===== config.mk =====
export PLATFORM = sky130hd
export DESIGN_NAME = dspAlu
export DESIGN_NICKNAME = d
export VERILOG_FILES = /design/src/logic/dspPkg.sv /design/src/logic/dspAlu.sv
export SDC_FILE = /design/constraint.sdc
export NUM_CORES = 1
export LEC_CHECK = 0
export BUFFER_PORTS_ARGS = -buffer_cell sky130_fd_sc_hd__buf_2
export CORE_ASPECT_RATIO = 1.1
export CORE_UTILIZATION = 50
export DETAILED_ROUTE_END_ITERATION = 10
export PLACE_DENSITY_LB_ADDON = 0.3
export SYNTH_ARGS = -nofsm -noshare
export SYNTH_HDL_FRONTEND = slang
export SYNTH_SLANG_ARGS = --single-unit

===== constraint.sdc =====
create_clock -name CLK -period 3.09 [get_ports CLK]
set_clock_uncertainty 0.15 [all_clocks]
set_input_delay 0.309 -clock CLK [delete_from_list [all_inputs] [get_ports CLK]]
set_output_delay 0.309 -clock CLK [all_outputs]
set_load 0.05 [all_outputs]

===== src/logic/dspPkg.sv =====
package dspPkg;

	localparam int wordW = 32;
	localparam int accW = 48;
	localparam int prgDepth = 256;
	localparam int bankDepth = 64;
	localparam int bankCount = 4;
	localparam int loopW = 12;
	localparam int prgAddrW = $clog2(prgDepth);
	localparam int bankAddrW = $clog2(bankDepth);

	// Instruction class in bits 31:30
	localparam logic [1:0] clsOp = 2'b00;
	localparam logic [1:0] clsMvi = 2'b10;
	localparam logic [1:0] clsCtl = 2'b11;

	localparam logic [3:0] aluNop = 4'h0;
	localparam logic [3:0] aluAnd = 4'h1;
	localparam logic [3:0] aluOr = 4'h2;
	localparam logic [3:0] aluXor = 4'h3;
	localparam logic [3:0] aluAdd = 4'h4;
	localparam logic [3:0] aluSub = 4'h5;
	localparam logic [3:0] aluAd2 = 4'h6;
	localparam logic [3:0] aluSr = 4'h8;
	localparam logic [3:0] aluRr = 4'h9;
	localparam logic [3:0] aluSl = 4'hA;
	localparam logic [3:0] aluRl = 4'hB;
	localparam logic [3:0] aluRl8 = 4'hF;

	// D1 and move-immediate destinations, banks and counters count up from base
	localparam logic [3:0] dstRam0 = 4'h0;
	localparam logic [3:0] dstRx = 4'h4;
	localparam logic [3:0] dstP = 4'h5;
	localparam logic [3:0] dstPc = 4'h8;
	localparam logic [3:0] dstLop = 4'hA;
	localparam logic [3:0] dstTop = 4'hB;
	localparam logic [3:0] dstCt0 = 4'hC;

	localparam logic [2:0] srcImm = 3'd0;
	localparam logic [2:0] srcAluL = 3'd1;
	localparam logic [2:0] srcAluH = 3'd2;
	localparam logic [2:0] srcRam0 = 3'd4;

	localparam logic [1:0] xNone = 2'd0;
	localparam logic [1:0] xRx = 2'd1;
	localparam logic [1:0] xPRam = 2'd2;
	localparam logic [1:0] xPMul = 2'd3;

	localparam logic [2:0] yNone = 3'd0;
	localparam logic [2:0] yRy = 3'd1;
	localparam logic [2:0] yClrAc = 3'd2;
	localparam logic [2:0] yAcAlu = 3'd3;
	localparam logic [2:0] yAcRam = 3'd4;

	localparam logic [3:0] kindJmp = 4'd0;
	localparam logic [3:0] kindLps = 4'd1;
	localparam logic [3:0] kindBtm = 4'd2;
	localparam logic [3:0] kindEnd = 4'd3;
	localparam logic [3:0] kindEndi = 4'd4;

	localparam logic [1:0] regCtl = 2'd0;
	localparam logic [1:0] regPrg = 2'd1;
	localparam logic [1:0] regDataAddr = 2'd2;
	localparam logic [1:0] regData = 2'd3;

	localparam int statS = 22;
	localparam int statZ = 21;
	localparam int statC = 20;
	localparam int statE = 18;
	localparam int statEx = 16;
	localparam int ctlStep = 17;
	localparam int ctlLoadPc = 15;

	typedef struct packed {
		logic [1:0] cls;
		logic [3:0] aluOp;
		logic [1:0] xOp;
		logic [1:0] xSrc;
		logic [2:0] yOp;
		logic [1:0] ySrc;
		logic       d1En;
		logic [2:0] d1Src;
		logic [3:0] d1Dst;
		logic [8:0] d1Imm;
	} dspOpCmd;

	// sub is the kind for jump/loop/end and the destination for move-immediate
	typedef struct packed {
		logic [1:0]  cls;
		logic [3:0]  sub;
		logic        condSense;
		logic [3:0]  condMask;
		logic [12:0] immMid;
		logic [7:0]  target;
	} dspCtlCmd;

	typedef union packed {
		dspOpCmd  opView;
		dspCtlCmd ctlView;
	} dspInstr;

	// True when the word sends D1 or a move-immediate to dst
	function automatic logic d1Write(dspInstr i, logic [3:0] dst);
		return (i.opView.cls == clsOp && i.opView.d1En && i.opView.d1Dst == dst) ||
			(i.ctlView.cls == clsMvi && i.ctlView.sub == dst);
	endfunction

	// 25-bit move-immediate spans condMask, immMid and target
	function automatic logic [wordW-1:0] mviImm(dspInstr i);
		logic [24:0] imm;
		imm = {i.ctlView.condMask, i.ctlView.immMid, i.ctlView.target};
		return {{(wordW - 25){imm[24]}}, imm};
	endfunction

endpackage


===== src/logic/dspAlu.sv =====
module dspAlu import dspPkg::*; (
	input  logic            CLK,
	input  logic            RST_N,
	input  logic            run,
	input  dspInstr         instr,
	input  logic [accW-1:0] acc,
	input  logic [accW-1:0] prod,
	output logic [accW-1:0] aluResult,
	output logic            flagS,
	output logic            flagZ,
	output logic            flagC
);

	logic [wordW-1:0] lo;
	logic [wordW-1:0] pl;
	logic             carry;
	logic             valid;
	logic             wide;
	logic             update;

	assign lo = acc[wordW-1:0];
	assign pl = prod[wordW-1:0];

	// Upper half passes AC through except for AD2
	always_comb begin
		aluResult = acc;
		carry = 1'b0;
		valid = 1'b1;
		case (instr.opView.aluOp)
			aluAnd: aluResult[wordW-1:0] = lo & pl;
			aluOr:  aluResult[wordW-1:0] = lo | pl;
			aluXor: aluResult[wordW-1:0] = lo ^ pl;
			aluAdd: {carry, aluResult[wordW-1:0]} = {1'b0, lo} + {1'b0, pl};
			aluSub: {carry, aluResult[wordW-1:0]} = {1'b0, lo} - {1'b0, pl};
			aluAd2: {carry, aluResult} = {1'b0, acc} + {1'b0, prod};
			aluSr:  {aluResult[wordW-1:0], carry} = {lo[wordW-1], lo};
			aluRr:  {aluResult[wordW-1:0], carry} = {lo[0], lo};
			aluSl:  {carry, aluResult[wordW-1:0]} = {lo, 1'b0};
			aluRl:  {carry, aluResult[wordW-1:0]} = {lo, lo[wordW-1]};
			aluRl8: {carry, aluResult[wordW-1:0]} = {lo[24:0], lo[31:24]};
			aluNop: valid = 1'b0;
			default: valid = 1'b0;
		endcase
	end

	assign wide = instr.opView.aluOp == aluAd2;
	assign update = run && instr.opView.cls == clsOp && valid;

	always_ff @(posedge CLK or negedge RST_N) begin
		if (!RST_N) begin
			flagS <= 1'b0;
			flagZ <= 1'b0;
			flagC <= 1'b0;
		end else if (update) begin
			flagS <= wide ? aluResult[accW-1] : aluResult[wordW-1];
			flagZ <= wide ? aluResult == '0 : aluResult[wordW-1:0] == '0;
			flagC <= carry;
		end
	end

endmodule


==> results of run 1 <==
metal layers:
| metal | overflow | GRT usage, % |
|---|---|---|
| met5 | 3 | 36.76 |
| met4 | 199 | 103.5 |
| met3 | 7 | 70.45 |
| met2 | 500 | 113.3 |
| met1 | 11 | 81.70 |
logic make-up after synthesis:
family	count (synthesis)	synth area share, %
AOI/OAI and AO/OA	509	44.03
xor gates and xnor gates	27	2.862
and+or+nand+nor	387	23.31
adders and majority gates	114	17.45
DFF	3	0.9087
muxes	17	2.075
buffers and inverters	183	9.374
timing repair:
action	CTS
setup buffers	50
endpoints found under the setup margin	44
hold endpoints to repair	3
pin swaps	115
hold buffers	1
cloned	0
gates resized for setup	402
stage by stage:
step | util [%] | TNS (ns) | area, sq um
floorplan | - | -1.672 | 8636
global placement | 83.44 | -22.06 | 13280
detailed placement | 83.44 | -24.53 | 13280
CTS | 97.52 | -9.357 | 15520
==> flow_summary.json, run 1 <==
{
  "cts_root_buf": "clkbuf_16",
  "ios": 182,
  "ys_seq_area_share_pct": 0.9087,
  "yosys.area.top_type": "ha_1",
  "synth_area_sq_um": 8262,
  "io_buffers": 155,
  "cts_sinks": 3,
  "grt_first_pass_wirelength_um": 121400,
  "haltStage": "5_1_grt",
  "dp.cells": 2042,
  "async_reset_ff_share_pct": 100.0,
  "syn_avg_cell_area_sq_um": 6.663,
  "floorplan.initialDensity_pct": 51.91,
  "synthesis.nets": 1485,
  "grt_usage_pct": 89.40,
  "grt_pass1_vias": 19580,
  "error_line": "[ERROR GRT-0116] Global routing finished with congestion. Check the congestion regions in the DRC Viewer.",
  "synthFlopType": "dfrtp_1",
  "ys_types": 103,
  "synth_most_common_cell": "ha_1",
  "yosys-top-cells-count": "ha_1, a21oi_1, nand2_1",
  "die_y_um": 136.8,
  "hpwl_um": 36900,
  "fp.dieW_um": 124.6,
  "dp_slack_ns": -1.622,
  "cts-htree-levels": 1,
  "rows": 48,
  "grt.overflow.total": 720,
  "yosysWarnings": 0,
  "ys_ff_latch": 3,
  "synthCells": 1240,
  "outcome": "aborted with a tool error",
  "routabilityCongestion": 1.132,
  "synth_edf_count": 0,
  "cts_buffers": 3,
  "synth_top_area_share_pct": 16.96,
  "ys_top_cells_by_area": "ha_1, a21oi_1, o21ai_0",
  "clockBufferDepth": 2,
  "grt_max_degree": 21
}
==> inputs of run 2 (changes only) <==
Settings changed: CORE_ASPECT_RATIO 1.1 to not set, CORE_UTILIZATION 50 to 35, PLACE_DENSITY_LB_ADDON 0.3 to 0.15.
Clock period 3.09 ns to 4 ns, I/O delays scaled along.
==> run 2 against run 1 <==
  * The flow now finishes without violations
  * Synthesized area unchanged
  * Synthesized cell count did not move
==> flow_summary.json, run 2 <==
{
  "grt_usage_pct": 34.20,
  "whs_ns": 0.3248,
  "firstDrtPassIters": 6,
  "peakVddDrop_mv": 0.1738,
  "final_core_util_pct": 53.05,
  "ys_ff_latch": 3,
  "cts_sinks": 3,
  "start_kind": "input pin",
  "grt_max_degree": 26,
  "multi_input_area_sq_um": 7850,
  "synth_area_sq_um": 8262,
  "io_buffers": 155,
  "floorplan.initialDensity_pct": 36.05,
  "worst_path_most_repeated_cell": "buf_4",
  "cts-htree-levels": 1,
  "fp.dieW_um": 155.6,
  "crit_fanout": 3,
  "yosys.area.top_type": "ha_1",
  "hpwl_um": 34590,
  "rsz0062_at_grt": "true",
  "nNetsFinal": 1899,
  "final-hold-violation-count": 0,
  "outcome": "finished clean",
  "ys_types": 103,
  "ios": 182,
  "finalCritPeriodShare_pct": 98.97,
  "power.total_mw": 2.393,
  "synth_top_area_share_pct": 16.96,
  "crit_buf_inv": 4,
  "yosysWarnings": 0,
  "routedWlPerCell_um": 21.61,
  "synthesis.nets": 1485,
  "grt.overflow.total": 0,
  "grt_first_pass_wirelength_um": 64300,
  "antenna_found_initial": 1,
  "p_leak_nw": 5.704,
  "hp-class": "flop to flop",
  "layout-drive-gt1-share_pct": 36.54,
  "num_antenna_cells": 0,
  "synthCells": 1240,
  "dp_slack_ns": -0.3344,
  "reg_top3": "flagC: 1 flops, flagS: 1 flops, flagZ: 1 flops",
  "dieArea_sq_um": 24220,
  "rows": 55,
  "worst_path_max_delay_cell": "or4b_4",
  "synth_most_common_cell": "ha_1",
  "cts_tree": "done",
  "routabilityCongestion": 1.020,
  "cts_root_buf": "clkbuf_16",
  "setup_ws_ns": 0.04128,
  "clockBufferDepth": 2,
  "ant_nets": 0,
  "die_y_um": 155.6,
  "ys_seq_area_share_pct": 0.9087,
  "clkSlewWorstSetupHoldPaths_ns": 0.03,
  "fin_crit_ns": 3.959,
  "clkLatencyLatePin_ns": 0.22,
  "slowest_delay_ns": 0.57,
  "synth_edf_count": 0,
  "p_per_area_nw_per_um2": 196.8,
  "final_cell_mix": "buf_4, buf_2, nand2_1, ha_1, a21oi_1",
  "crit_arrival_ns": 3.95,
  "finalMaxSlewViolations": 0,
  "crit_family": "compound AO/OA/AOI/OAI gates",
  "cts_buffers": 3,
  "n_fill_cell": 2363,
  "crit_required_ns": 3.99,
  "layout_commonest_cell": "buf_4",
  "grt_pass1_vias": 11230,
  "viasPerCell": 6.040,
  "route.vias.total": 11870,
  "tightestPinTransition_ns": 0.5807,
  "regArea_sq_um": 75.07,
  "core_sq_um": 22920,
  "yosys-top-cells-count": "ha_1, a21oi_1, nand2_1",
  "synthFlopType": "dfrtp_1",
  "end_kind": "flop",
  "async_reset_ff_share_pct": 100.0,
  "critical_path_class": "input pin to flop",
  "ys_top_cells_by_area": "ha_1, a21oi_1, o21ai_0",
  "drtIter0Drc": 1235,
  "max_freq_mhz": 252.6,
  "syn_avg_cell_area_sq_um": 6.663,
  "route.detailed.drc": 0,
  "areaGrowthSynthToFinish_pct": 47.15,
  "setup_violations": 0,
  "max-slew-margin-rel_pct": 61.14,
  "cp_cell_sequence": "buf_2, buf_4, ha_2, inv_2, fa_2, nor2b_4, o311ai_4, a211oi_4, buf_4, o31ai_4, o221a_2, o221ai_2, or2_1, or4b_4, nor4_4, nand4b_1, a22oi_2",
  "cap_violations": 0,
  "drt_wl_total_um": 42480
}
[run 2: cell counts after synthesis]
No cell type changed its count.
[run 2: cell families after synthesis]
logic type               after synthesis  synth area share, %
AO/OA/AOI/OAI                        509                44.03
XOR/XNOR                              27                2.862
AND/OR/NAND/NOR                      387                23.31
adder cells (fa/ha/maj)              114                17.45
multiplexers                          17                2.075
flip-flops                             3               0.9087
buffers and inverters                183                9.374
[run 2: layout make-up]
class	instances	area share, %
Clock buffer	4	0.6484
Inverter	101	3.139
Tap cell	313	3.221
Sequential cell	3	0.6175
Timing Repair Buffer	491	27.80
Multi-Input combinational cell	1054	64.57
[run 2: path summary, 6_finish.rpt]
check	startpoint	end	slack [ns]	cells after the start
min in group asynchronous	RST_N	flagC	0.36	2
hold / removal	flagS	flagS	0.32	2
setup / recovery	prod[0]	flagZ	0.04	17
hold reg to reg	flagS	flagS	0.32	2
setup reg to reg	flagZ	flagZ	3.06	2
max in group asynchronous	RST_N	flagZ	3.22	2
[run 2: per-stage QoR]
stage               cell area, sq um  std cells  TNS (ns)
finish                         12160       1966         0
global route                   12160       1966   -0.1720
CTS                            11740       1955         0
detailed placement             11510       1949    -1.576
global placement               11510       1949    -1.318
floorplan                       8295       1240  -0.01640
[run 2: what timing repair did]
item / in CTS / in global routing
endpoints found under the setup margin: 15 / 26
pin swaps: 11 / 35
hold buffers: 1 / 0
cloned: 0 / 0
buffers inserted: 1 / 13
resized for setup: 31 / 78
endpoints found under the hold margin: 3 / 0
[run 2: power breakdown]
part           leakage (nW)  switching (mW)  total [mW]  internal [mW]
Clock                0.0382          0.0288       0.160          0.132
Combinational          5.63            1.32        2.19          0.871
Sequential           0.0399         0.00239      0.0375         0.0351
Total                  5.70            1.35        2.39           1.04
[run 2: routing by layer]
metal | vias to the layer above | global-route usage (%) | wire length, um
li1 | 5531 | - | -
met1 | 5559 | 47.50 | 18470
met2 | 691 | 53.36 | 18180
met3 | 93 | 6.194 | 4405
met4 | 0 | 9.944 | 1423
met5 | - | 0 | 0
[run 2: worst register-to-register path: stages, from the launching register on]
cell,delay [ns]
dfrtp_1,0.40
a21oi_1,0.17
a22oi_2,0.09
Power figures use the tool's default switching activity.
