<file path="config.mk">
export PLATFORM = sky130hd
export DESIGN_NAME = dspHostPort
export DESIGN_NICKNAME = d
export VERILOG_FILES = /design/src/logic/dspPkg.sv /design/src/logic/dspHostPort.sv
export SDC_FILE = /design/constraint.sdc
export NUM_CORES = 1
export LEC_CHECK = 0
export BUFFER_PORTS_ARGS = -buffer_cell sky130_fd_sc_hd__clkbuf_2
export CAP_MARGIN = 15
export CORE_ASPECT_RATIO = 0.7
export CORE_UTILIZATION = 41
export CTS_CLUSTER_SIZE = 10
export DETAILED_ROUTE_END_ITERATION = 16
export GPL_ROUTABILITY_DRIVEN = 1
export PLACE_DENSITY = 0.84
export SLEW_MARGIN = 30
export SYNTH_ARGS = -nofsm -noshare
export SYNTH_HDL_FRONTEND = slang
export SYNTH_SLANG_ARGS = --single-unit
</file>
<file path="constraint.sdc">
create_clock -name CLK -period 1.66 [get_ports CLK]
set_clock_uncertainty 0.05 [all_clocks]
set_input_delay 0.166 -clock CLK [delete_from_list [all_inputs] [get_ports CLK]]
set_output_delay 0.166 -clock CLK [all_outputs]
set_load 0.005 [all_outputs]
</file>
<file path="src/logic/dspPkg.sv">
package dspPkg;

	localparam int wordW = 32;
	localparam int accW = 48;
	localparam int prgDepth = 256;
	localparam int bankDepth = 64;
	localparam int bankCount = 4;
	localparam int loopW = 12;
	localparam int prgAddrW = $clog2(prgDepth);
	localparam int bankAddrW = $clog2(bankDepth);

	// Instruction class in bits 31:30
	localparam logic [1:0] clsOp = 2'b00;
	localparam logic [1:0] clsMvi = 2'b10;
	localparam logic [1:0] clsCtl = 2'b11;

	localparam logic [3:0] aluNop = 4'h0;
	localparam logic [3:0] aluAnd = 4'h1;
	localparam logic [3:0] aluOr = 4'h2;
	localparam logic [3:0] aluXor = 4'h3;
	localparam logic [3:0] aluAdd = 4'h4;
	localparam logic [3:0] aluSub = 4'h5;
	localparam logic [3:0] aluAd2 = 4'h6;
	localparam logic [3:0] aluSr = 4'h8;
	localparam logic [3:0] aluRr = 4'h9;
	localparam logic [3:0] aluSl = 4'hA;
	localparam logic [3:0] aluRl = 4'hB;
	localparam logic [3:0] aluRl8 = 4'hF;

	// D1 and move-immediate destinations, banks and counters count up from base
	localparam logic [3:0] dstRam0 = 4'h0;
	localparam logic [3:0] dstRx = 4'h4;
	localparam logic [3:0] dstP = 4'h5;
	localparam logic [3:0] dstPc = 4'h8;
	localparam logic [3:0] dstLop = 4'hA;
	localparam logic [3:0] dstTop = 4'hB;
	localparam logic [3:0] dstCt0 = 4'hC;

	localparam logic [2:0] srcImm = 3'd0;
	localparam logic [2:0] srcAluL = 3'd1;
	localparam logic [2:0] srcAluH = 3'd2;
	localparam logic [2:0] srcRam0 = 3'd4;

	localparam logic [1:0] xNone = 2'd0;
	localparam logic [1:0] xRx = 2'd1;
	localparam logic [1:0] xPRam = 2'd2;
	localparam logic [1:0] xPMul = 2'd3;

	localparam logic [2:0] yNone = 3'd0;
	localparam logic [2:0] yRy = 3'd1;
	localparam logic [2:0] yClrAc = 3'd2;
	localparam logic [2:0] yAcAlu = 3'd3;
	localparam logic [2:0] yAcRam = 3'd4;

	localparam logic [3:0] kindJmp = 4'd0;
	localparam logic [3:0] kindLps = 4'd1;
	localparam logic [3:0] kindBtm = 4'd2;
	localparam logic [3:0] kindEnd = 4'd3;
	localparam logic [3:0] kindEndi = 4'd4;

	localparam logic [1:0] regCtl = 2'd0;
	localparam logic [1:0] regPrg = 2'd1;
	localparam logic [1:0] regDataAddr = 2'd2;
	localparam logic [1:0] regData = 2'd3;

	localparam int statS = 22;
	localparam int statZ = 21;
	localparam int statC = 20;
	localparam int statE = 18;
	localparam int statEx = 16;
	localparam int ctlStep = 17;
	localparam int ctlLoadPc = 15;

	typedef struct packed {
		logic [1:0] cls;
		logic [3:0] aluOp;
		logic [1:0] xOp;
		logic [1:0] xSrc;
		logic [2:0] yOp;
		logic [1:0] ySrc;
		logic       d1En;
		logic [2:0] d1Src;
		logic [3:0] d1Dst;
		logic [8:0] d1Imm;
	} dspOpCmd;

	// sub is the kind for jump/loop/end and the destination for move-immediate
	typedef struct packed {
		logic [1:0]  cls;
		logic [3:0]  sub;
		logic        condSense;
		logic [3:0]  condMask;
		logic [12:0] immMid;
		logic [7:0]  target;
	} dspCtlCmd;

	typedef union packed {
		dspOpCmd  opView;
		dspCtlCmd ctlView;
	} dspInstr;

	// True when the word sends D1 or a move-immediate to dst
	function automatic logic d1Write(dspInstr i, logic [3:0] dst);
		return (i.opView.cls == clsOp && i.opView.d1En && i.opView.d1Dst == dst) ||
			(i.ctlView.cls == clsMvi && i.ctlView.sub == dst);
	endfunction

	// 25-bit move-immediate spans condMask, immMid and target
	function automatic logic [wordW-1:0] mviImm(dspInstr i);
		logic [24:0] imm;
		imm = {i.ctlView.condMask, i.ctlView.immMid, i.ctlView.target};
		return {{(wordW - 25){imm[24]}}, imm};
	endfunction

endpackage

</file>
<file path="src/logic/dspHostPort.sv">
module dspHostPort import dspPkg::*; (
	input  logic                CLK,
	input  logic                RST_N,
	input  logic [1:0]          addr,
	input  logic [wordW-1:0]    wrData,
	input  logic                wrEn,
	input  logic                rdEn,
	input  dspInstr             instr,
	input  logic [prgAddrW-1:0] pc,
	input  logic                flagS,
	input  logic                flagZ,
	input  logic                flagC,
	input  logic [wordW-1:0]    dataRdWord,
	output logic [wordW-1:0]    rdData,
	output logic                run,
	output logic                pcLoad,
	output logic [prgAddrW-1:0] pcLoadValue,
	output logic                prgWrEn,
	output logic [prgAddrW-1:0] xferAddr,
	output logic [wordW-1:0]    xferData,
	output logic                dataWrEn,
	output logic [7:0]          dataAddr,
	output logic                irq
);

	logic             ex;
	logic             e;
	logic             stepReq;
	logic             ctlWr;
	logic             dataRd;
	logic             execEnd;
	logic             execEndi;
	logic [wordW-1:0] status;

	assign ctlWr = wrEn && addr == regCtl;
	assign prgWrEn = wrEn && addr == regPrg;
	assign dataWrEn = wrEn && addr == regData;
	assign dataRd = rdEn && addr == regData;
	assign pcLoad = ctlWr && wrData[ctlLoadPc];
	assign pcLoadValue = wrData[prgAddrW-1:0];
	assign xferData = wrData;

	assign run = ex || stepReq;
	assign irq = e;

	assign execEnd = run && instr.ctlView.cls == clsCtl &&
		instr.ctlView.sub inside {kindEnd, kindEndi};
	assign execEndi = execEnd && instr.ctlView.sub == kindEndi;

	always_comb begin
		status = '0;
		status[statS] = flagS;
		status[statZ] = flagZ;
		status[statC] = flagC;
		status[statE] = e;
		status[statEx] = ex;
		status[prgAddrW-1:0] = pc;
	end

	always_ff @(posedge CLK or negedge RST_N) begin
		if (!RST_N) begin
			ex <= 1'b0;
			e <= 1'b0;
			stepReq <= 1'b0;
			xferAddr <= '0;
			dataAddr <= '0;
			rdData <= '0;
		end else begin
			// Step request lasts one executing cycle
			if (run) begin
				stepReq <= 1'b0;
			end
			// Any control write also rewinds the program transfer address
			if (ctlWr) begin
				ex <= wrData[statEx];
				xferAddr <= wrData[prgAddrW-1:0];
				if (!ex && wrData[ctlStep]) begin
					stepReq <= 1'b1;
				end
			end
			if (prgWrEn) begin
				xferAddr <= xferAddr + 1'b1;
			end
			if (wrEn && addr == regDataAddr) begin
				dataAddr <= wrData[7:0];
			end
			if (dataWrEn || dataRd) begin
				dataAddr <= dataAddr + 1'b1;
			end
			if (rdEn) begin
				case (addr)
					regCtl:  rdData <= status;
					regData: rdData <= dataRdWord;
					default: rdData <= '0;
				endcase
				if (addr == regCtl) begin
					e <= 1'b0;
				end
			end
			if (execEnd) begin
				ex <= 1'b0;
			end
			if (execEndi) begin
				e <= 1'b1;
			end
		end
	end

	assert property (@(posedge CLK) disable iff (!RST_N) (prgWrEn || dataWrEn || dataRd) |-> !ex)
		else $error("Host RAM access while EX is set");

endmodule

</file>
Word-level counts from Yosys, hierarchy flattened

Index checks and enable logic that the tools add are counted.

Reductions and logical operators: 21
Add/subtract/negate cells: 2
Divide/modulo/power cells: 0
Muxes and demuxes: 13
Order comparisons: 0
Bitwise operators: 0
Shift-type cells: 0
Equal/unequal tests: 6
Multipliers: 0

Operators by type and width:

| cell                                                                  | number |
|---|---|
| 32-bit one-hot mux with 2 select lines                                | 1 |
| 8-bit two-way mux                                                     | 4 |
| 8-bit by 1-bit adder with 8-bit output, second input constant         | 2 |
| 2-bit nonzero test                                                    | 6 |
| 1-bit logical AND                                                     | 10 |
| 1-bit two-way mux                                                     | 8 |
| 2-bit equality test, second input constant                            | 3 |
| 4-bit by 2-bit equality test with 1-bit output, second input constant | 1 |
| 4-bit by 3-bit equality test with 1-bit output, second input constant | 1 |
| 2-bit by 1-bit equality test with 1-bit output, second input constant | 1 |
| 2-bit zero test                                                       | 1 |
| 1-bit logical OR                                                      | 2 |
| 2-bit AND reduction                                                   | 1 |
| 1-bit zero test                                                       | 1 |

Memories kept: 0
Logic and storage cells: 48
Bits in writable memories: 0
Output and inout bits: 93
Latch bits: 0
Bits in read-only memories: 0
Bits in registers: 51

Depth between registers and ports, before layout

Gate-level depths: netlist of run 1.

Depth after elaboration: 6
Gate-level depth with buffers: 8
Depth with buffers taken out: 7

Worst setup path after synthesis of run 1

OpenSTA, ideal clock, no wires.

Path kind: flip-flop to flip-flop
Start point: reg dataAddr[0]
End point: reg dataAddr[2]
Period minus slack after synthesis: 1.326 ns
Slack: 0.334 ns
Path buffers: 0
Stages on the path, launching flop included: 5
Arrival: 1.150 ns
Data required time: 1.484 ns
Cells stage by stage: dfrtp_1 -> ha_1 -> xnor2_1 -> nor2_1 -> a221o_1

Word-level cells in the longest chain between the ends: 2

RTL lines:

| what                                   | line              | text |
|---|---|---|
| from (decl)                            | dspHostPort.sv:22 | `output logic [7:0] dataAddr,` |
| from (signal assigned)                 | dspHostPort.sv:85 | `dataAddr <= wrData[7:0];` |
| from (signal assigned)                 | dspHostPort.sv:88 | `dataAddr <= dataAddr + 1'b1;` |
| 8-bit by 1-bit adder with 8-bit output | dspHostPort.sv:88 |  |
| 8-bit two-way mux                      | dspHostPort.sv:87 | `if (dataWrEn \|\| dataRd) begin` |

Every way passes these cells.
A chain may end at the register's enable or synchronous reset.

Worst setup path after layout of run 1

Same ends and word-level chain as after synthesis.

==> results of run 1 <==
through the flow:
step / cell area, µm² / std cells / util
2_1_floorplan: 2780 / 307 / -
3_3_place_gp: 3280 / 488 / 0.512
3_5_place_dp: 3280 / 488 / 0.512
4_1_cts: 3400 / 497 / 0.532
5_1_grt: 3400 / 497 / 0.532
6_report: 3400 / 497 / 0.532
layer usage:
layer / track usage / up-vias / wire length (µm)
met3: 0.0524 / 4 / 460
met4: 0.0435 / 0 / 27
li1: - / 1210 / -
met1: 0.263 / 1203 / 3160
met5: 0 / - / 0
met2: 0.316 / 98 / 3280
state kept, by name, indices dropped and copies added, names as in the netlist:
name      cells
stepReq       1
rdData       32
xferAddr      8
irq           1
ex            1
dataAddr      8
power breakdown:
| part | internal, W | switching [W] |
|---|---|---|
| Clock | 0.000458 | 0.000431 |
| Combinational | 0.000334 | 0.000352 |
| Sequential | 0.00138 | 0.000152 |
cell families after synthesis:
kind of cell / Yosys count / synth area share
flip-flops: 51 / 0.459
AO/OA/AOI/OAI: 84 / 0.197
XOR/XNOR: 2 / 0.00630
multiplexers: 2 / 0.00719
AND/OR/NAND/NOR: 69 / 0.118
adder cells (fa/ha/maj): 6 / 0.0270
buffers and inverters: 93 / 0.186
area by class of cell:
type / count / area [µm²]
sequential: 51 / 1280
clock buffer: 5 / 68.8
clock inverter: 3 / 47.5
timing repair buffer: 145 / 761
tap: 91 / 114
multi-input combinational: 163 / 990
inverter: 39 / 146
fill: 617 / 2990
placed cells by master, fill, tap and decap left out, drive strengths merged, types with 2 or more instances in the layout:
master / synthesis / routed
a21oi: 10 / 10
ha: 6 / 6
a221o: 2 / 2
nor3: 3 / 3
nand3: 16 / 16
clkbuf: 5 / 142
o21ai: 29 / 29
o21a: 2 / 2
o22ai: 16 / 16
and2: 3 / 3
nand4: 2 / 2
and3: 2 / 2
inv: 39 / 40
dfrtp: 51 / 51
a22oi: 14 / 14
mux2i: 2 / 2
buf: 49 / 7
nor2: 11 / 11
nand2: 26 / 26
xnor2: 2 / 2
a211oi: 2 / 2
critical path, cell delays in order (launching register included):
cell and delay, ps:
dfrtp_1 470, ha_1 300, xnor2_1 170, nor2_1 50, a221o_1 260
timing repair:
action                                 in CTS  in global routing
buffers inserted                            0                  0
endpoints found under the hold margin      13                  0
gates resized for setup                     0                  0
hold buffers                                1                  0
worst max path at each step:
stage | from | endpoint | slack [ps] | cells past startpoint
global placement | addr[0] | rdData[13] | 40 | 6
global route | dataAddr[0] | dataAddr[2] | 130 | 4
finish | dataAddr[0] | dataAddr[2] | 260 | 4
floorplan | dataAddr[0] | dataAddr[2] | 330 | 4
CTS | addr[0] | dataWrEn | 240 | 5
detailed placement | addr[0] | rdData[12] | -7 | 6
==> metrics, run 1 <==
Core Region approximately 6400 µm²; Worst EP required about 1800 ps; fin crit period 1400 ps; unrepaired setup endpoints after global routing no; Hold Fails Final Rpt 0; hold path start dataRdWord[28]; startpoint types flip-flop; maxcap violations 0; Mapped Nets ~430; total power slightly above 0.003 W; post-route setup slack approximately 260 ps; FP Rows 24; Critical Setup Path Class reg -> reg; fin nets roughly 520; Synth top area share 0.459; EDFF count, synth 0; remaining routing DRC violations 0; hold path depth 3; pwr dens roughly 900 nW/µm²; drt pass-1 iters 5; DR vias/cell between 5 and 6; Worst Path Max Fanout 8; Starting Density 0.435; commonest cells in the netlist 51 x dfrtp_1, 41 x buf_4, 39 x inv_1; status completed; antenna cell count 0; Ys Warns 0; count leader, synth dfrtp_1; static leakage 1.74 nW; worst-case reg-to-reg path depth 4; share of layout cells above drive strength 1 0.389; clk_lat worst skew 300 ps; worst hold slack approximately 18 ps; initial antenna violation count 0; Synth Register Bits 51; DR vias 2515; DRT Wirelength ~7000 µm; Worst-path clk slew around 100 ps; Clock Tree Buf Depth 2; largest net degree at the start of global routing 39; crit share post-route 0.846; ranking of synthesized cells by area dfrtp_1 46%, buf_4 11%, inv_1 5.3%; critical path arrival between 1500 and 2000 ps; worst reg2reg path endpoint dataAddr[2]; final setup fails 0; Crit. End Element flip-flop; GRT Util Overall 0.195; die width about 100 µm; number of global-route vias before repair 2358; Routed Antenna Nets 0; Syn Area/Cell ~9 µm²; FF-to-FF Start dataAddr[0]; WL/cell ~14 µm; HPWL after DPL 5390 µm; post-synthesis async set-or-reset flop share 1.00; Sink Count a little over 50; Layout area overhead 22.3%; die area ~7100 µm²; routability cong. around 0.86; max-slew violations 0; Hold Path Sink rdData[28]; global-route wire length before repair about 11000 µm; Die Span Y about 71 µm; Netlist Area Pre-Place between 2000 and 3000 µm²; maximum VDD drop 0.482 mV; dpl ws -7.24 ps; Netlist cell types 43; leading area contributor after synthesis dfrtp_1; clock tree root buffer cell clkbuf_8; CTS tree built; DR iter-0 viols 77; Slew Limit Headroom 0.650; H-tree depth 2; HP Class in -> reg; FF-to-FF setup slack about 260 ps; global route overflow 0; Port Buf Inserts 137; ys flop type dfrtp_1; FMAX 712 MHz; slew at the pin with the worst max-slew slack approximately 520 ps; IO Pins 206; sequential fraction of the synthesis area 0.459; cts bufs inserted 5; setup TNS 0 ps; Gate Count Post-Synth about 310
Note: power is estimated with default switching activity, not from simulation.
==> run 2, diff against run 1 <==
Settings changed: CORE_UTILIZATION 41 to 37, PLACE_DENSITY 0.84 to 0.8.
Clock period 1.66 ns to 1.2 ns, I/O delays scaled along.
==> metrics, run 2 (synthesis results as in run 1) <==
pwr dens 1260 nW/µm² (+38%); max incr delay on CP 440 ps (-30 ps); die width 106 µm (+5.2%); total power 0.00498 W (+60%); Hold Fails Final Rpt 0 (unchanged); antenna cell count 0 (unchanged); Multi-input gate area 1130 µm² (+14%); worst reg2reg path endpoint dataAddr[1]; Seq. cell area 1280 µm² (+0.59%); GRT Util Overall 0.187 (-0.00776); initial antenna violation count 0 (unchanged); most frequent cells in the layout 137 x clkbuf_2, 45 x dfrtp_1, 37 x inv_1; Fillers 706 (+14%); Top reg by flops rdData; global route overflow 0 (unchanged); hold path start dataRdWord[23]; Crit. End Element flip-flop; Worst EP required 1330 ps (-470 ps); critical path arrival 1370 ps (-180 ps); Routed Antenna Nets 0 (unchanged); fin crit period 1250 ps (-156 ps); FP Rows 26 (+8.3%); cell count along the critical path 3 (-1); H-tree depth 2 (unchanged); worst-case reg-to-reg path depth 3 (-1); routability cong. 0.846 (-1.6%); number of flip-flops in the largest register 32 (unchanged); Starting Density 0.382 (-0.0532); placed cell count 524 (+7.4%); number of global-route vias before repair 2447 (+3.8%); unrepaired setup endpoints after global routing yes; Clock Tree Buf Depth 2 (unchanged); hold path depth 3 (unchanged); DRT Wirelength 7890 µm (+14%); Slew Limit Headroom 0.766 (+0.116); Layout area overhead 42.1%; remaining routing DRC violations 0 (unchanged); delay-heaviest family, CP flip-flops; Top Registers rdData: 32 flops, dataAddr: 8 flops, xferAddr: 8 flops; largest net degree at the start of global routing 29 (-26%); share of layout cells above drive strength 1 0.488 (+0.0986); startpoint types flip-flop; crit-path cells ha_4 > a222oi_1 > inv_1; FF-to-FF Start dataAddr[1]; Core Region 7290 µm² (+14%); Hold Path Sink rdData[23]; final setup fails 6 (+6); Port Buf Inserts 137 (unchanged); FF-to-FF setup slack -50 ps (-300 ps); status complete, but fails checks; maximum VDD drop 0.630 mV (+31%); CTS tree built; Worst Path Max Fanout 2 (-6); clock tree root buffer cell clkbuf_8; HPWL after DPL 5680 µm (+5.5%); DR vias/cell 4.98 (-1.6%); IO Pins 206 (unchanged); fin nets 569 (+8.6%); drt pass-1 iters 4 (-1); failing checks setup timing; Sink Count 51 (unchanged); maxcap violations 0 (unchanged); Post-Layout Cell Count 549 (+10%); FMAX 801 MHz (+13%); DR iter-0 viols 98 (+27%); Worst-path clk slew 100 ps (about the same); DR vias 2734 (+8.7%); Buffers & Inverters on Critical Path 1 (+1); cts bufs inserted 5 (unchanged); die area 7880 µm² (+11%); HP Class in -> reg; CP max stage cell dfrtp_2; post-route setup slack -47.7 ps (-304 ps); max-slew violations 0 (unchanged); worst hold slack 1.58 ps (-16.0 ps); clk_lat worst skew 290 ps (about the same); most common cell after layout, fill and taps aside clkbuf_2; Critical Setup Path Class reg -> reg; WL/cell 14.4 µm (+3.0%); crit share post-route 1.04 (+0.194); Die Span Y 74.6 µm (+5.1%); global-route wire length before repair 11600 µm (+5.9%); static leakage 1.97 nW (+13%); slew at the pin with the worst max-slew slack 351 ps (-173 ps)
-- run 2: cell count changes in the layout (fill, tap and decap cells not counted), sizes merged --
cell and change:
bufinv +1, clkinv -1, inv -1, clkinvlp +1, dlygate4sd3 +11, buf +34
-- run 2: final cells by class --
cell class                 instances  share of cell area
multi-input combinational        163               0.285
clock inverter                     3              0.0171
tap                               98              0.0310
timing repair buffer             190               0.287
clock buffer                       5              0.0174
sequential                        51               0.325
inverter                          39              0.0376
-- run 2: power breakdown --
group | internal (W) | leakage, nW | switching, W | total [W]
Combinational | 0.000762 | 1.26 | 0.000669 | 0.00143
Sequential | 0.00192 | 0.649 | 0.000220 | 0.00214
Clock | 0.000832 | 0.0644 | 0.000573 | 0.00140
Total | 0.00352 | 1.97 | 0.00146 | 0.00498
-- run 2: worst reg2reg max path: cells and delay by family, from the launching register on --
kind | cells | cell delay, ps
adders and majority gates | 1 | 230
buffers and inverters | 1 | 80
AOI/OAI and AO/OA | 1 | 330
DFF | 1 | 440
-- run 2: worst max path at each step --
stage	start	to	slack [ps]
after detailed placement	addr[0]	dataAddr[1]	-240
after CTS	dataAddr[1]	dataAddr[1]	-50
after global routing	dataAddr[1]	dataAddr[1]	-110
after global placement	addr[0]	dataAddr[6]	-170
final	dataAddr[1]	dataAddr[1]	-50
after floorplan	dataAddr[0]	dataAddr[2]	-10
-- run 2: metal layers --
layer,global-route usage,vias up,share of wire
li1,-,1305,-
met1,0.250,1321,0.45
met2,0.314,98,0.49
met3,0.0412,10,0.046
met4,0.0463,0,0.0096
met5,0,-,0
-- run 2: what timing repair did --
| item | CTS | global route |
|---|---|---|
| pin swaps | 8 | 9 |
| setup buffers | 1 | 4 |
| hold endpoints to repair | 62 | 0 |
| gates resized for setup | 11 | 31 |
| endpoints found under the setup margin | 12 | 30 |
| hold buffers | 12 | 0 |
-- run 2: stage by stage --
step	instance area [µm²]	TNS (ps)	util	setup WS [ps]
2_1_floorplan	2810	-25.4	-	-13.3
3_3_place_gp	3510	-3640	0.482	-170
3_5_place_dp	3510	-5120	0.482	-240
4_1_cts	3810	-157	0.522	-51.3
5_1_grt	3960	-701	0.543	-107
6_report	3960	-100	0.543	-47.7
==> run 3, diff against run 2 <==
Settings changed: CAP_MARGIN 15 to 20, HOLD_SLACK_MARGIN from default to 0.08.
==> metrics, run 3 (synthesis results as in run 1) <==
cts bufs inserted 5 (unchanged); fin nets 603 (+6.0%); WL/cell 14.9 µm (+4.0%); Worst Setup SP dataAddr[1]; Starting Density 0.382 (unchanged); Fillers 663 (-6.1%); Worst-path clk slew 100 ps (about the same); DR vias/cell 4.98 (about the same); worst-case reg-to-reg path depth 3 (unchanged); status complete, but fails checks; FP Rows 26 (unchanged); Sink Count 51 (unchanged); Core Region 7290 µm² (unchanged); FF-to-FF Start dataAddr[1]; Routed Antenna Nets 0 (unchanged); remaining routing DRC violations 0 (unchanged); Critical Setup Path Class reg -> reg; setup TNS -134 ps (-33.7 ps); DRT Wirelength 8710 µm (+10%); CTS tree built; static leakage 2.12 nW (+7.2%); crit-path cells ha_4 > a222oi_1 > inv_1; most common cell after layout, fill and taps aside clkbuf_2; maximum VDD drop 0.642 mV (+2.0%); HP Class in -> reg; maxcap violations 0 (unchanged); CP max stage cell dfrtp_2; Slew Limit Headroom 0.767 (about the same); max incr delay on CP 440 ps (about the same); largest net degree at the start of global routing 29 (unchanged); GRT Util Overall 0.206 (+0.0187); total power 0.00509 W (+2.2%); worst reg2reg path endpoint dataAddr[1]; slew at the pin with the worst max-slew slack 350 ps (-1.13 ps); FF-to-FF setup slack -50 ps (about the same); IO Pins 206 (unchanged); HPWL after DPL 5680 µm (unchanged); Worst EP required 1330 ps (about the same); max-slew violations 0 (unchanged); Hold Fails Final Rpt 0 (unchanged); final setup fails 6 (unchanged); Top reg by flops rdData; crit share post-route 1.04 (-0.00108); Die Span Y 74.6 µm (unchanged); failing checks setup timing; global-route wire length before repair 12600 µm (+9.1%); startpoint types flip-flop; number of flip-flops in the largest register 32 (unchanged); most frequent cells in the layout 137 x clkbuf_2, 46 x dlygate4sd3_1, 45 x dfrtp_1; post-route setup slack -46.4 ps (+1.30 ps); FMAX 802 MHz (+0.10%); number of global-route vias before repair 2647 (+8.2%); DR vias 2901 (+6.1%); pwr dens 1180 nW/µm² (-6.0%); Clock Tree Buf Depth 2 (unchanged); share of layout cells above drive strength 1 0.454 (-0.0342); die area 7880 µm² (unchanged); Layout area overhead 54.5%; Crit. End Element flip-flop; global route overflow 0 (unchanged); antenna cell count 0 (unchanged); drt pass-1 iters 4 (unchanged); initial antenna violation count 0 (unchanged); unrepaired setup endpoints after global routing yes; clk_lat worst skew 290 ps (about the same); Top Registers rdData: 32 flops, dataAddr: 8 flops, xferAddr: 8 flops; DR iter-0 viols 121 (+23%); die width 106 µm (unchanged); routability cong. 0.846 (unchanged); clock tree root buffer cell clkbuf_8; H-tree depth 2 (unchanged); Worst Path Max Fanout 2 (unchanged); Port Buf Inserts 137 (unchanged); worst setup path endpoint dataAddr[1]; critical path arrival 1380 ps (about the same); fin crit period 1250 ps (-1.30 ps)
==> run 3: cell types whose count changed in the layout (fill, tap and decap cells not counted), sizes merged <==
cell | before | now
dlygate4sd3 | 12 | 46
==> run 3: cell type report <==
| type | instances | area (µm²) | share of cell area |
|---|---|---|---|
| Multi-Input combinational cell | 163 | 1130 | 0.262 |
| Sequential cell | 51 | 1280 | 0.299 |
| Clock inverter | 3 | 67.6 | 0.0157 |
| Inverter | 39 | 149 | 0.0346 |
| Tap cell | 98 | 123 | 0.0285 |
| Clock buffer | 5 | 68.8 | 0.0160 |
| Timing Repair Buffer | 224 | 1480 | 0.344 |
==> run 3: report_power, final <==
part	switching [W]	internal, W
Clock	0.000574	0.000832
Sequential	0.000223	0.00192
Combinational	0.000695	0.000841
==> run 3: worst min path at each step <==
stage / start / endpoint / slack, ps / cells past startpoint
after detailed placement: RST_N / dataAddr[3] / 100 / 2
after global routing: dataRdWord[2] / rdData[2] / 90 / 3
after CTS: dataRdWord[2] / rdData[2] / 80 / 3
after global placement: RST_N / dataAddr[3] / 100 / 2
after floorplan: RST_N / dataAddr[0] / -230 / 0
final: dataRdWord[2] / rdData[2] / 100 / 3
==> run 3: stage by stage <==
step	util	hold WS, ps	setup WS, ps	instances	instance area [µm²]
final	0.590	96.7	-46.4	583	4300
after global routing	0.590	89.4	-107	583	4300
after CTS	0.569	80.3	-51.3	579	4150
after detailed placement	0.482	98.1	-240	524	3510
after global placement	0.482	95.3	-170	524	3510
after floorplan	-	-226	-13.3	307	2810
==> run 3: repair_timing <==
| item | CTS | global route |
|---|---|---|
| setup buffers | 1 | 4 |
| resized for setup | 11 | 32 |
| hold endpoints to repair | 89 | 0 |
| hold buffers | 46 | 0 |
| setup endpoints to repair | 12 | 30 |
| pin swaps | 8 | 9 |
==> run 3: critical path, delay by kind of cell (launching register included) <==
kind,cells,cell delay (ps)
DFF,1,440
AOI/OAI and AO/OA,1,330
adders and majority gates,1,230
buffers and inverters,1,80
==> run 3: per-layer routing <==
layer	share of wire	wire (µm)	up-vias	track usage
li1	-	-	1374	-
met1	0.43	3710	1384	0.257
met2	0.50	4360	121	0.362
met3	0.051	444	22	0.0438
met4	0.023	197	0	0.0679
met5	0	0	-	0
